File: src/design/conv_defs.svh
`ifndef CONV_DEFS_SVH
`define CONV_DEFS_SVH

// image geometry, pixel address is row * CONV_IMG_W + column.
`define CONV_IMG_W   16
`define CONV_IMG_H   16
`define CONV_ADDR_W  8

// kernel geometry, coefficient index is row * CONV_K + column.
`define CONV_K       5
`define CONV_KK      25
`define CONV_KADDR_W 5

// valid output positions without padding.
`define CONV_OUT_W   12
`define CONV_OUT_H   12
`define CONV_OUT_N   (`CONV_OUT_W * `CONV_OUT_H)

`define CONV_PIX_W   6
`define CONV_PROD_W  12
`define CONV_SUM_W   18
`define CONV_WIN_W   (`CONV_KK * `CONV_PIX_W)

`endif
File: src/design/ctrl_pkg.sv
`default_nettype none

package ctrl_pkg;

  typedef enum logic [2:0] {
    IDLE,
    PRIME,  // loads all five columns at the start of an output row.
    SHIFT,  // loads the one incoming column.
    EMIT,
    FINISH  // waits for the last sum to leave conv_5x5.
  } fetch_state_t;

  // owner of the pixel RAM port in the current cycle.
  typedef enum logic [1:0] {
    NONE,
    HOST,
    FETCH
  } mem_client_t;

endpackage

`default_nettype wire

File: src/design/pix_pkg.sv
`default_nettype none

`include "conv_defs.svh"

package pix_pkg;

  // pixels and coefficients share the same unsigned width.
  typedef logic [`CONV_PIX_W-1:0] pixel_t;
  typedef logic [`CONV_PIX_W-1:0] coef_t;

  typedef logic [`CONV_PROD_W-1:0] product_t; // one pixel times one coefficient.

  // 25 full-scale products fit, 25 * 63 * 63 is 99225.
  typedef logic [`CONV_SUM_W-1:0] sum_t;

endpackage

`default_nettype wire

File: src/design/conv_engine_top.sv
`default_nettype none

`include "conv_defs.svh"

module conv_engine_top (
  input  wire                       clk,
  input  wire                       rst_n,
  input  wire                       pix_wr,
  input  wire [`CONV_ADDR_W-1:0]    pix_addr,
  input  wire pix_pkg::pixel_t      pix_wdata,
  input  wire                       coef_wr,
  input  wire [`CONV_KADDR_W-1:0]   coef_idx,
  input  wire pix_pkg::coef_t       coef_wdata,
  input  wire                       start,
  output logic                      busy,
  output logic                      out_valid,
  output pix_pkg::sum_t             out_data,
  output logic                      done
);

  logic                    rd_req;
  logic [`CONV_ADDR_W-1:0] rd_addr;
  logic                    rd_gnt;
  pix_pkg::pixel_t         rd_data;
  logic                    rd_data_valid;
  logic                    win_valid;
  logic [`CONV_WIN_W-1:0]  win_pix;
  logic                    win_last;
  logic                    sum_valid;
  pix_pkg::sum_t           sum;
  logic                    sum_last;

  feature_mem_arbiter u_feature_mem_arbiter (
    .clk           (clk),
    .rst_n         (rst_n),
    .pix_wr        (pix_wr),
    .pix_addr      (pix_addr),
    .pix_wdata     (pix_wdata),
    .rd_req        (rd_req),
    .rd_addr       (rd_addr),
    .rd_gnt        (rd_gnt),
    .rd_data       (rd_data),
    .rd_data_valid (rd_data_valid)
  );

  window_fetcher u_window_fetcher (
    .clk           (clk),
    .rst_n         (rst_n),
    .start         (start),
    .rd_gnt        (rd_gnt),
    .rd_data       (rd_data),
    .rd_data_valid (rd_data_valid),
    .busy          (busy),
    .rd_req        (rd_req),
    .rd_addr       (rd_addr),
    .win_valid     (win_valid),
    .win_pix       (win_pix),
    .win_last      (win_last)
  );

  conv_5x5 u_conv_5x5 (
    .clk        (clk),
    .rst_n      (rst_n),
    .coef_wr    (coef_wr),
    .coef_idx   (coef_idx),
    .coef_wdata (coef_wdata),
    .win_valid  (win_valid),
    .win_pix    (win_pix),
    .win_last   (win_last),
    .sum_valid  (sum_valid),
    .sum        (sum),
    .sum_last   (sum_last)
  );

  assign out_valid = sum_valid;
  assign out_data  = sum;

  // done follows the result of the last window by one cycle.
  always_ff @(posedge clk) begin
    if (!rst_n) begin
      done <= 1'b0;
    end else begin
      done <= sum_valid && sum_last;
    end
  end

endmodule

`default_nettype wire

File: src/design/conv_5x5.sv
`default_nettype none

`include "conv_defs.svh"

module conv_5x5 (
  input  wire                       clk,
  input  wire                       rst_n,
  input  wire                       coef_wr,
  input  wire [`CONV_KADDR_W-1:0]   coef_idx,
  input  wire pix_pkg::coef_t       coef_wdata,
  input  wire                       win_valid,
  input  wire [`CONV_WIN_W-1:0]     win_pix,
  input  wire                       win_last,
  output logic                      sum_valid,
  output pix_pkg::sum_t             sum,
  output logic                      sum_last
);

  pix_pkg::coef_t    coef [0:`CONV_KK-1];
  pix_pkg::product_t prod [0:`CONV_KK-1];
  logic              prod_valid;
  logic              prod_last;
  pix_pkg::sum_t     lvl1 [0:12];
  pix_pkg::sum_t     lvl2 [0:6];
  pix_pkg::sum_t     lvl3 [0:3];
  pix_pkg::sum_t     lvl4 [0:1];

  always_ff @(posedge clk) begin
    if (coef_wr && (coef_idx < 5'(`CONV_KK))) begin
      coef[coef_idx] <= coef_wdata;
    end
  end

  // stage one, every window pixel times its coefficient.
  always_ff @(posedge clk) begin
    if (win_valid) begin
      for (int i = 0; i < `CONV_KK; i++) begin
        prod[i] <= pix_pkg::product_t'(win_pix[i*`CONV_PIX_W +: `CONV_PIX_W])
                 * pix_pkg::product_t'(coef[i]);
      end
    end
  end

  // odd counts carry the last element up one level unchanged.
  always_comb begin
    for (int i = 0; i < 12; i++) begin
      lvl1[i] = pix_pkg::sum_t'(prod[2*i]) + pix_pkg::sum_t'(prod[2*i+1]);
    end
    lvl1[12] = pix_pkg::sum_t'(prod[24]);
    for (int i = 0; i < 6; i++) begin
      lvl2[i] = lvl1[2*i] + lvl1[2*i+1];
    end
    lvl2[6] = lvl1[12];
    for (int i = 0; i < 3; i++) begin
      lvl3[i] = lvl2[2*i] + lvl2[2*i+1];
    end
    lvl3[3] = lvl2[6];
    lvl4[0] = lvl3[0] + lvl3[1];
    lvl4[1] = lvl3[2] + lvl3[3]; // carries the 25th product.
  end

  always_ff @(posedge clk) begin
    if (prod_valid) begin
      sum <= lvl4[0] + lvl4[1];
    end
  end

  always_ff @(posedge clk) begin
    if (!rst_n) begin
      prod_valid <= 1'b0;
      prod_last  <= 1'b0;
      sum_valid  <= 1'b0;
      sum_last   <= 1'b0;
    end else begin
      prod_valid <= win_valid;
      prod_last  <= win_valid && win_last;
      sum_valid  <= prod_valid;
      sum_last   <= prod_valid && prod_last;
    end
  end

  // the fetcher relies on this fixed latency to time the end of a run.
  a_two_cycle_latency: assert property (
    @(posedge clk) disable iff (!rst_n) win_valid |-> ##2 sum_valid
  );

  a_no_stray_sum: assert property (
    @(posedge clk) disable iff (!rst_n) sum_valid |-> $past(win_valid, 2)
  );

endmodule

`default_nettype wire

File: src/design/window_fetcher.sv
`default_nettype none

`include "conv_defs.svh"

module window_fetcher (
  input  wire                      clk,
  input  wire                      rst_n,
  input  wire                      start,
  input  wire                      rd_gnt,
  input  wire pix_pkg::pixel_t     rd_data,
  input  wire                      rd_data_valid,
  output logic                     busy,
  output logic                     rd_req,
  output logic [`CONV_ADDR_W-1:0]  rd_addr,
  output logic                     win_valid,
  output logic [`CONV_WIN_W-1:0]   win_pix,
  output logic                     win_last
);

  ctrl_pkg::fetch_state_t state;
  logic [3:0] orow;    // output row of the current window.
  logic [3:0] ocol;    // output column of the current window.
  logic [3:0] fcol;    // image column being requested.
  logic [2:0] frow;    // row offset inside that column.
  logic [2:0] rx_row;
  logic [3:0] rx_col;  // image column being received.
  logic       issuing;
  logic       drain;
  logic [3:0] row_sel;
  logic       last_pos;
  logic       last_issue_col;
  logic       col_done;
  pix_pkg::pixel_t win [0:`CONV_K-1][0:`CONV_K-1];
  pix_pkg::pixel_t newcol [0:`CONV_K-2];

  assign row_sel = orow + 4'(frow);
  assign rd_addr = `CONV_ADDR_W'(row_sel) * `CONV_ADDR_W'(`CONV_IMG_W) + `CONV_ADDR_W'(fcol);
  assign rd_req  = issuing;

  // the rightmost window column sits CONV_K-1 image columns past ocol.
  assign last_issue_col = (fcol == ocol + 4'(`CONV_K - 1));
  assign col_done       = rd_data_valid && (rx_row == 3'(`CONV_K - 1));
  assign last_pos       = (orow == 4'(`CONV_OUT_H - 1)) && (ocol == 4'(`CONV_OUT_W - 1));

  assign busy      = (state != ctrl_pkg::IDLE);
  assign win_valid = (state == ctrl_pkg::EMIT);
  assign win_last  = win_valid && last_pos;

  always_ff @(posedge clk) begin
    if (!rst_n) begin
      state   <= ctrl_pkg::IDLE;
      orow    <= '0;
      ocol    <= '0;
      fcol    <= '0;
      frow    <= '0;
      rx_row  <= '0;
      rx_col  <= '0;
      issuing <= 1'b0;
      drain   <= 1'b0;
    end else begin
      // requests walk down a column, then move one column right.
      if (rd_req && rd_gnt) begin
        if (frow == 3'(`CONV_K - 1)) begin
          frow <= '0;
          fcol <= fcol + 4'd1;
          if (last_issue_col) begin
            issuing <= 1'b0;
          end
        end else begin
          frow <= frow + 3'd1;
        end
      end

      if (rd_data_valid) begin
        if (col_done) begin
          rx_row <= '0;
          rx_col <= rx_col + 4'd1;
        end else begin
          rx_row <= rx_row + 3'd1;
        end
      end

      case (state)
        ctrl_pkg::IDLE: begin
          if (start) begin
            state   <= ctrl_pkg::PRIME;
            orow    <= '0;
            ocol    <= '0;
            fcol    <= '0;
            rx_col  <= '0;
            issuing <= 1'b1;
          end
        end
        ctrl_pkg::PRIME, ctrl_pkg::SHIFT: begin
          if (col_done && (rx_col == ocol + 4'(`CONV_K - 1))) begin
            state <= ctrl_pkg::EMIT;
          end
        end
        ctrl_pkg::EMIT: begin
          if (last_pos) begin
            state <= ctrl_pkg::FINISH;
            drain <= 1'b0;
          end else if (ocol == 4'(`CONV_OUT_W - 1)) begin
            state   <= ctrl_pkg::PRIME; // a new row primes all five columns again.
            orow    <= orow + 4'd1;
            ocol    <= '0;
            fcol    <= '0;
            rx_col  <= '0;
            issuing <= 1'b1;
          end else begin
            state   <= ctrl_pkg::SHIFT;
            ocol    <= ocol + 4'd1;
            issuing <= 1'b1;
          end
        end
        ctrl_pkg::FINISH: begin
          // two cycles here line busy up with done at the top level.
          drain <= 1'b1;
          if (drain) begin
            state <= ctrl_pkg::IDLE;
          end
        end
        default: state <= ctrl_pkg::IDLE;
      endcase
    end
  end

  // the first four pixels of a column wait in newcol, the fifth goes in directly.
  always_ff @(posedge clk) begin
    if (rd_data_valid && !col_done) begin
      newcol[rx_row[1:0]] <= rd_data;
    end
    if (col_done) begin
      for (int r = 0; r < `CONV_K; r++) begin
        for (int c = 0; c < `CONV_K - 1; c++) begin
          win[r][c] <= win[r][c+1];
        end
      end
      for (int r = 0; r < `CONV_K - 1; r++) begin
        win[r][`CONV_K-1] <= newcol[r];
      end
      win[`CONV_K-1][`CONV_K-1] <= rd_data;
    end
  end

  always_comb begin
    for (int r = 0; r < `CONV_K; r++) begin
      for (int c = 0; c < `CONV_K; c++) begin
        win_pix[(r*`CONV_K+c)*`CONV_PIX_W +: `CONV_PIX_W] = win[r][c];
      end
    end
  end

  // the arbiter may refuse a read for many cycles, the request must not drift.
  a_req_held: assert property (
    @(posedge clk) disable iff (!rst_n) rd_req && !rd_gnt |=> rd_req && $stable(rd_addr)
  );

  a_win_in_busy: assert property (
    @(posedge clk) disable iff (!rst_n) win_valid |-> busy
  );

endmodule

`default_nettype wire

File: src/design/feature_mem_arbiter.sv
`default_nettype none

`include "conv_defs.svh"

module feature_mem_arbiter (
  input  wire                      clk,
  input  wire                      rst_n,
  input  wire                      pix_wr,
  input  wire [`CONV_ADDR_W-1:0]   pix_addr,
  input  wire pix_pkg::pixel_t     pix_wdata,
  input  wire                      rd_req,
  input  wire [`CONV_ADDR_W-1:0]   rd_addr,
  output logic                     rd_gnt,
  output pix_pkg::pixel_t          rd_data,
  output logic                     rd_data_valid
);

  pix_pkg::pixel_t mem [0:`CONV_IMG_W*`CONV_IMG_H-1];
  ctrl_pkg::mem_client_t grant;

  // the host has no way to wait, so it always wins the port.
  always_comb begin
    if (pix_wr) begin
      grant = ctrl_pkg::HOST;
    end else if (rd_req) begin
      grant = ctrl_pkg::FETCH;
    end else begin
      grant = ctrl_pkg::NONE;
    end
  end

  assign rd_gnt = (grant == ctrl_pkg::FETCH);

  always_ff @(posedge clk) begin
    if (grant == ctrl_pkg::HOST) begin
      mem[pix_addr] <= pix_wdata;
    end
    if (grant == ctrl_pkg::FETCH) begin
      rd_data <= mem[rd_addr]; // one cycle of read latency.
    end
  end

  always_ff @(posedge clk) begin
    if (!rst_n) begin
      rd_data_valid <= 1'b0;
    end else begin
      rd_data_valid <= rd_gnt;
    end
  end

  // a single-port RAM cannot serve a write and a read in one cycle.
  a_no_read_on_write: assert property (
    @(posedge clk) disable iff (!rst_n) pix_wr |-> !rd_gnt
  );

endmodule

`default_nettype wire

File: config.mk
export PLATFORM = sky130hd
export DESIGN_NAME = conv_engine_top
export DESIGN_NICKNAME = d
export VERILOG_FILES = /design/src/design/ctrl_pkg.sv /design/src/design/pix_pkg.sv /design/src/design/conv_engine_top.sv /design/src/design/conv_5x5.sv /design/src/design/window_fetcher.sv /design/src/design/feature_mem_arbiter.sv
export VERILOG_INCLUDE_DIRS = /design/src /design/src/design
export SDC_FILE = /design/constraint.sdc
export NUM_CORES = 2
export LEC_CHECK = 0
export BUFFER_PORTS_ARGS = -buffer_cell sky130_fd_sc_hd__buf_2
export CORE_ASPECT_RATIO = 2
export CORE_MARGIN = 3
export CORE_UTILIZATION = 58
export CTS_CLUSTER_DIAMETER = 80
export DETAILED_ROUTE_END_ITERATION = 10
export PLACE_DENSITY = 0.77
export SLEW_MARGIN = 30
export SYNTH_ARGS = -nofsm -noshare
export SYNTH_HDL_FRONTEND = slang
export SYNTH_SLANG_ARGS = --single-unit
File: constraint.sdc
create_clock -name clk -period 15.42 [get_ports clk]
set_clock_uncertainty 0.1 [all_clocks]
set_input_delay 2.313 -clock clk [delete_from_list [all_inputs] [get_ports clk]]
set_output_delay 2.313 -clock clk [all_outputs]
set_load 0.02 [all_outputs]
==> results.py <==
metrics = {
    "pwr": {
        "net-switching-power_mw": 4.73,
        "combPwrFrac_pct": 26.5,
        "peak_supply_drop_uv": 338,
        "cell_internal_pwr_mw": 11.2,
        "power.density_mw_per_mm2": 128,
        "cellLeakagePower_nw": 46.1,
        "switching_share_pct": 29.7,
        "share_seq_of_total_power_pct": 43.6,
        "clock_power_share_pct": 29.9,
    },
    "sta": {
        "slew_viol_final": 0,
        "period_share_pct": 45.9,
        "holdWs_ps": 318,
        "timing.setup.tns_ps": 0,
        "tightestPinTransition_ps": 1160,
        "rsz0062_at_grt": "false",
        "setup-violations-final": 0,
        "finalCriticalPeriod_ps": 7080,
        "slew_headroom_pct": 22.3,
        "finalHoldViolations": 0,
        "clock.fmax_mhz": 141,
    },
    "floorplan": {
        "fp.dieArea_mm2": 0.204,
        "i_o_pin_cnt": 51,
        "die_width_um": 321,
        "placement_rows": 230,
        "fp.dieH_um": 636,
        "initial_utilization_pct": 58.6,
        "total_core_area_mm2": 0.197,
    },
    "place": {
        "io_buffers": 49,
        "placed_cells_incl_taps": 10100,
        "place_congestion": 0.953,
        "detailed_placer_s_ending_hpwl_um": 200000,
    },
    "clock_tree": {
        "cts_buffer_depth": 4,
        "clk_latency_ps": 830,
        "path_clk_slew_ps": 70,
        "clock_root_buffer": "clkbuf_16",
        "cts_setup_buffers": 0,
        "ctsHoldBuffers": 0,
        "tritoncts": "done",
        "numClockSinks": 2216,
        "tritoncts.num_buffers": 189,
        "htreeDepth": 4,
        "post_cts_resized": 0,
    },
    "grt": {
        "grt_pass1_vias": 69100,
        "grt_overflow": 0,
        "antenna_found_initial": 8,
        "grt_start_max_net_pins": 106,
        "grt_first_pass_wirelength_um": 422000,
        "combined_global_route_utilization_of_all_metal_layers_pct": 27.9,
    },
    "cells_and_area": {
        "layout.cells.most_common": "edfxtp_1",
        "instances_no_fill": 10400,
        "most-common-layout-cells": "2183 x edfxtp_1, 753 x inv_1, 681 x ha_1, 577 x fa_1, 565 x nand2_1",
        "nNetsFinal": 9038,
        "synthToLayoutAreaGrowth_pct": 8.11,
        "final_layout_size_suffix_gt1_share_pct": 11.1,
    },
    "setup_path": {
        "regToRegEndpoint": "u_conv_5x5.sum[16]",
        "setup.worst_path.start": "u_conv_5x5.prod[1][0]",
        "r2r_slack_ps": 8340,
        "critical_path.max_fanout": 5,
        "critical_path.endpoint": "u_conv_5x5.sum[16]",
        "critical_path_class": "register to register",
        "timing.critical_path.required_ps": 15870,
        "timing.critical_path.arrival_ps": 7530,
        "rr_startpoint": "u_conv_5x5.prod[1][0]",
        "end_kind": "register",
        "rr_worst_depth": 22,
        "startpoint_type": "register",
    },
    "drt": {
        "vias_per_cell": 6.11,
        "firstDrtPassIters": 6,
        "drt.antenna.violating_nets": 0,
        "routed-via-count": 63800,
        "drc": 0,
        "first_iter_violations": 5465,
        "routed_wire_length_per_instance_um": 26.9,
        "drt-total-wl_um": 281000,
    },
    "synth": {
        "async_reset_ff_share_pct": 0,
        "postSynthAreaPerCell_um2": 15.1,
        "ys_warn_count": 0,
        "synth.ff_latch_count": 2216,
        "syn_area_mm2": 0.115,
        "synth_top_flop_cell": "edfxtp_1",
        "post_synth_inst_count": 7616,
        "syn-num-nets": 8904,
        "synth_seq_area_share_pct": 57.4,
        "ys_types": 70,
        "number_of_synthesized_flops_with_an_enable_pin": 2183,
    },
    "worst_hold_path": {
        "hold_path.class": "register to register",
    },
    "outcome": {
        "status": "completed",
    },
    "flow_run": {
        "cap_violations": 0,
    },
}
[synthesized netlist by cell type, drive strengths merged, types with 5 or more instances]
library cell / count / share of area [%]
o21bai: 54 / 0.35
a311oi: 15 / 0.11
dfxtp: 33 / 0.57
o41a: 8 / 0.078
a221oi: 6 / 0.046
inv: 754 / 2.5
or2: 7 / 0.038
nand2b: 9 / 0.049
xor2: 126 / 0.96
o211ai: 5 / 0.033
o21ba: 8 / 0.069
and2: 497 / 2.7
nor3: 50 / 0.22
clkbuf: 94 / 0.31
o21ai: 125 / 0.54
o2bb2ai: 6 / 0.046
or3: 18 / 0.098
fa: 577 / 10
mux4: 420 / 8.2
o21a: 12 / 0.078
a22oi: 70 / 0.46
o31ai: 5 / 0.033
and3: 21 / 0.11
nand3: 61 / 0.26
nand2: 565 / 1.8
nand4: 18 / 0.098
a211oi: 6 / 0.039
edfxtp: 2183 / 57
o22ai: 31 / 0.17
mux2: 5 / 0.049
nor2b: 45 / 0.24
o221ai: 6 / 0.046
a21oi: 232 / 1.0
o41ai: 12 / 0.091
mux2i: 8 / 0.069
buf: 80 / 0.48
a21boi: 16 / 0.10
a21o: 57 / 0.37
a41oi: 6 / 0.046
xnor2: 195 / 1.5
ha: 681 / 7.4
nor2: 447 / 1.5
[final cells by class]
class                           count  area [um2]
Inverter                          756        2850
Clock inverter                    121        1220
Antenna cell                        4        10.0
Fill cell                       13900       72200
Tap cell                         2552        3190
Sequential cell                  2216       66200
Clock buffer                      210        4830
Timing Repair Buffer              117         853
Multi-Input combinational cell   4470       45400
[flip-flops by register name, indices dropped and copies added (netlist names)]
register                             count
u_window_fetcher.rx_row                  3
u_conv_5x5.sum_last                      1
u_conv_5x5.sum                          17
u_window_fetcher.ocol                    4
u_conv_5x5.prod_last                     1
u_window_fetcher.frow                    3
u_conv_5x5.sum_valid                     1
u_conv_5x5.prod_valid                    1
u_window_fetcher.drain                   1
u_window_fetcher.newcol                 24
u_window_fetcher.fcol                    4
u_conv_5x5.prod                        300
u_feature_mem_arbiter.mem             1536
u_window_fetcher.state                   3
u_window_fetcher.rx_col                  4
u_window_fetcher.rd_req                  1
done                                     1
u_conv_5x5.coef                        150
u_feature_mem_arbiter.rd_data_valid      1
u_window_fetcher.win                   150
u_window_fetcher.orow                    4
u_feature_mem_arbiter.rd_data            6
[per-layer routing]
| layer | share of wire [%] | GRT usage [%] | wire length, um |
|---|---|---|---|
| met1 | 30 | 27.5 | 84600 |
| met3 | 5.3 | 3.66 | 15000 |
| met4 | 10 | 22.6 | 28800 |
| met2 | 54 | 51.8 | 153000 |
| met5 | 0.010 | 0 | 28 |
[worst min-delay path by stage]
stage / start / slack (ps) / cells after the start / to
2_1_floorplan: u_window_fetcher.newcol[0][0] / 300 / 0 / u_window_fetcher.win[0][0]
3_3_place_gp: u_window_fetcher.newcol[1][5] / 300 / 0 / u_window_fetcher.win[0][35]
3_5_place_dp: u_window_fetcher.newcol[2][2] / 300 / 0 / u_window_fetcher.win[0][62]
4_1_cts: u_window_fetcher.newcol[3][0] / 320 / 0 / u_window_fetcher.win[0][90]
5_1_grt: u_window_fetcher.newcol[1][5] / 330 / 0 / u_window_fetcher.win[0][35]
6_report: u_window_fetcher.newcol[3][0] / 320 / 0 / u_window_fetcher.win[0][90]
[logic make-up (layout without fill, tap and decap cells)]
logic type               Yosys count  in the layout  share of synthesized area, %
flip-flops                      2216           2216                          57.4
AND/OR/NAND/NOR                 1757           1757                          7.25
adder cells (fa/ha/maj)         1258           1258                          17.4
buffers and inverters            930           1204                          3.25
AO/OA/AOI/OAI                    700            700                          3.87
multiplexers                     433            433                          8.33
XOR/XNOR                         321            321                          2.44
other                              1              5                       0.00325
[metrics by stage]
step	setup slack [ps]	cell area, um2	utilization (%)	power [mW]
2_1_floorplan	1070	115000	-	10.1
6_report	8340	125000	63.3	16.0
3_3_place_gp	8450	118000	60.2	11.2
3_5_place_dp	8360	118000	60.2	11.3
4_1_cts	8320	125000	63.3	16.0
5_1_grt	8050	125000	63.3	16.7
[critical path: stages (launching register included)]
cell	delay [ps]
edfxtp_1	390
ha_1	250
fa_1	400
a21o_1	170
a21oi_1	240
nor2b_1	80
o21a_1	190
o41a_1	370
a311oi_1	510
xnor2_1	200
fa_1	520
fa_1	590
fa_1	440
fa_1	490
inv_1	50
fa_1	470
inv_1	40
ha_1	330
nand3_1	110
nand2_1	50
a41o_1	230
o41ai_1	430
o21ai_0	160
[power groups by stage]
stage | combinational [mW] | clock, mW | sequential [mW]
6_report | 4.23 | 4.77 | 6.95
3_5_place_dp | 4.21 | 0 | 7.09
5_1_grt | 4.74 | 5.05 | 6.95
3_3_place_gp | 4.15 | 0 | 7.08
4_1_cts | 4.24 | 4.83 | 6.95
2_1_floorplan | 3.05 | 0 | 7.09
No activity file was read; power rests on OpenSTA's default activity.
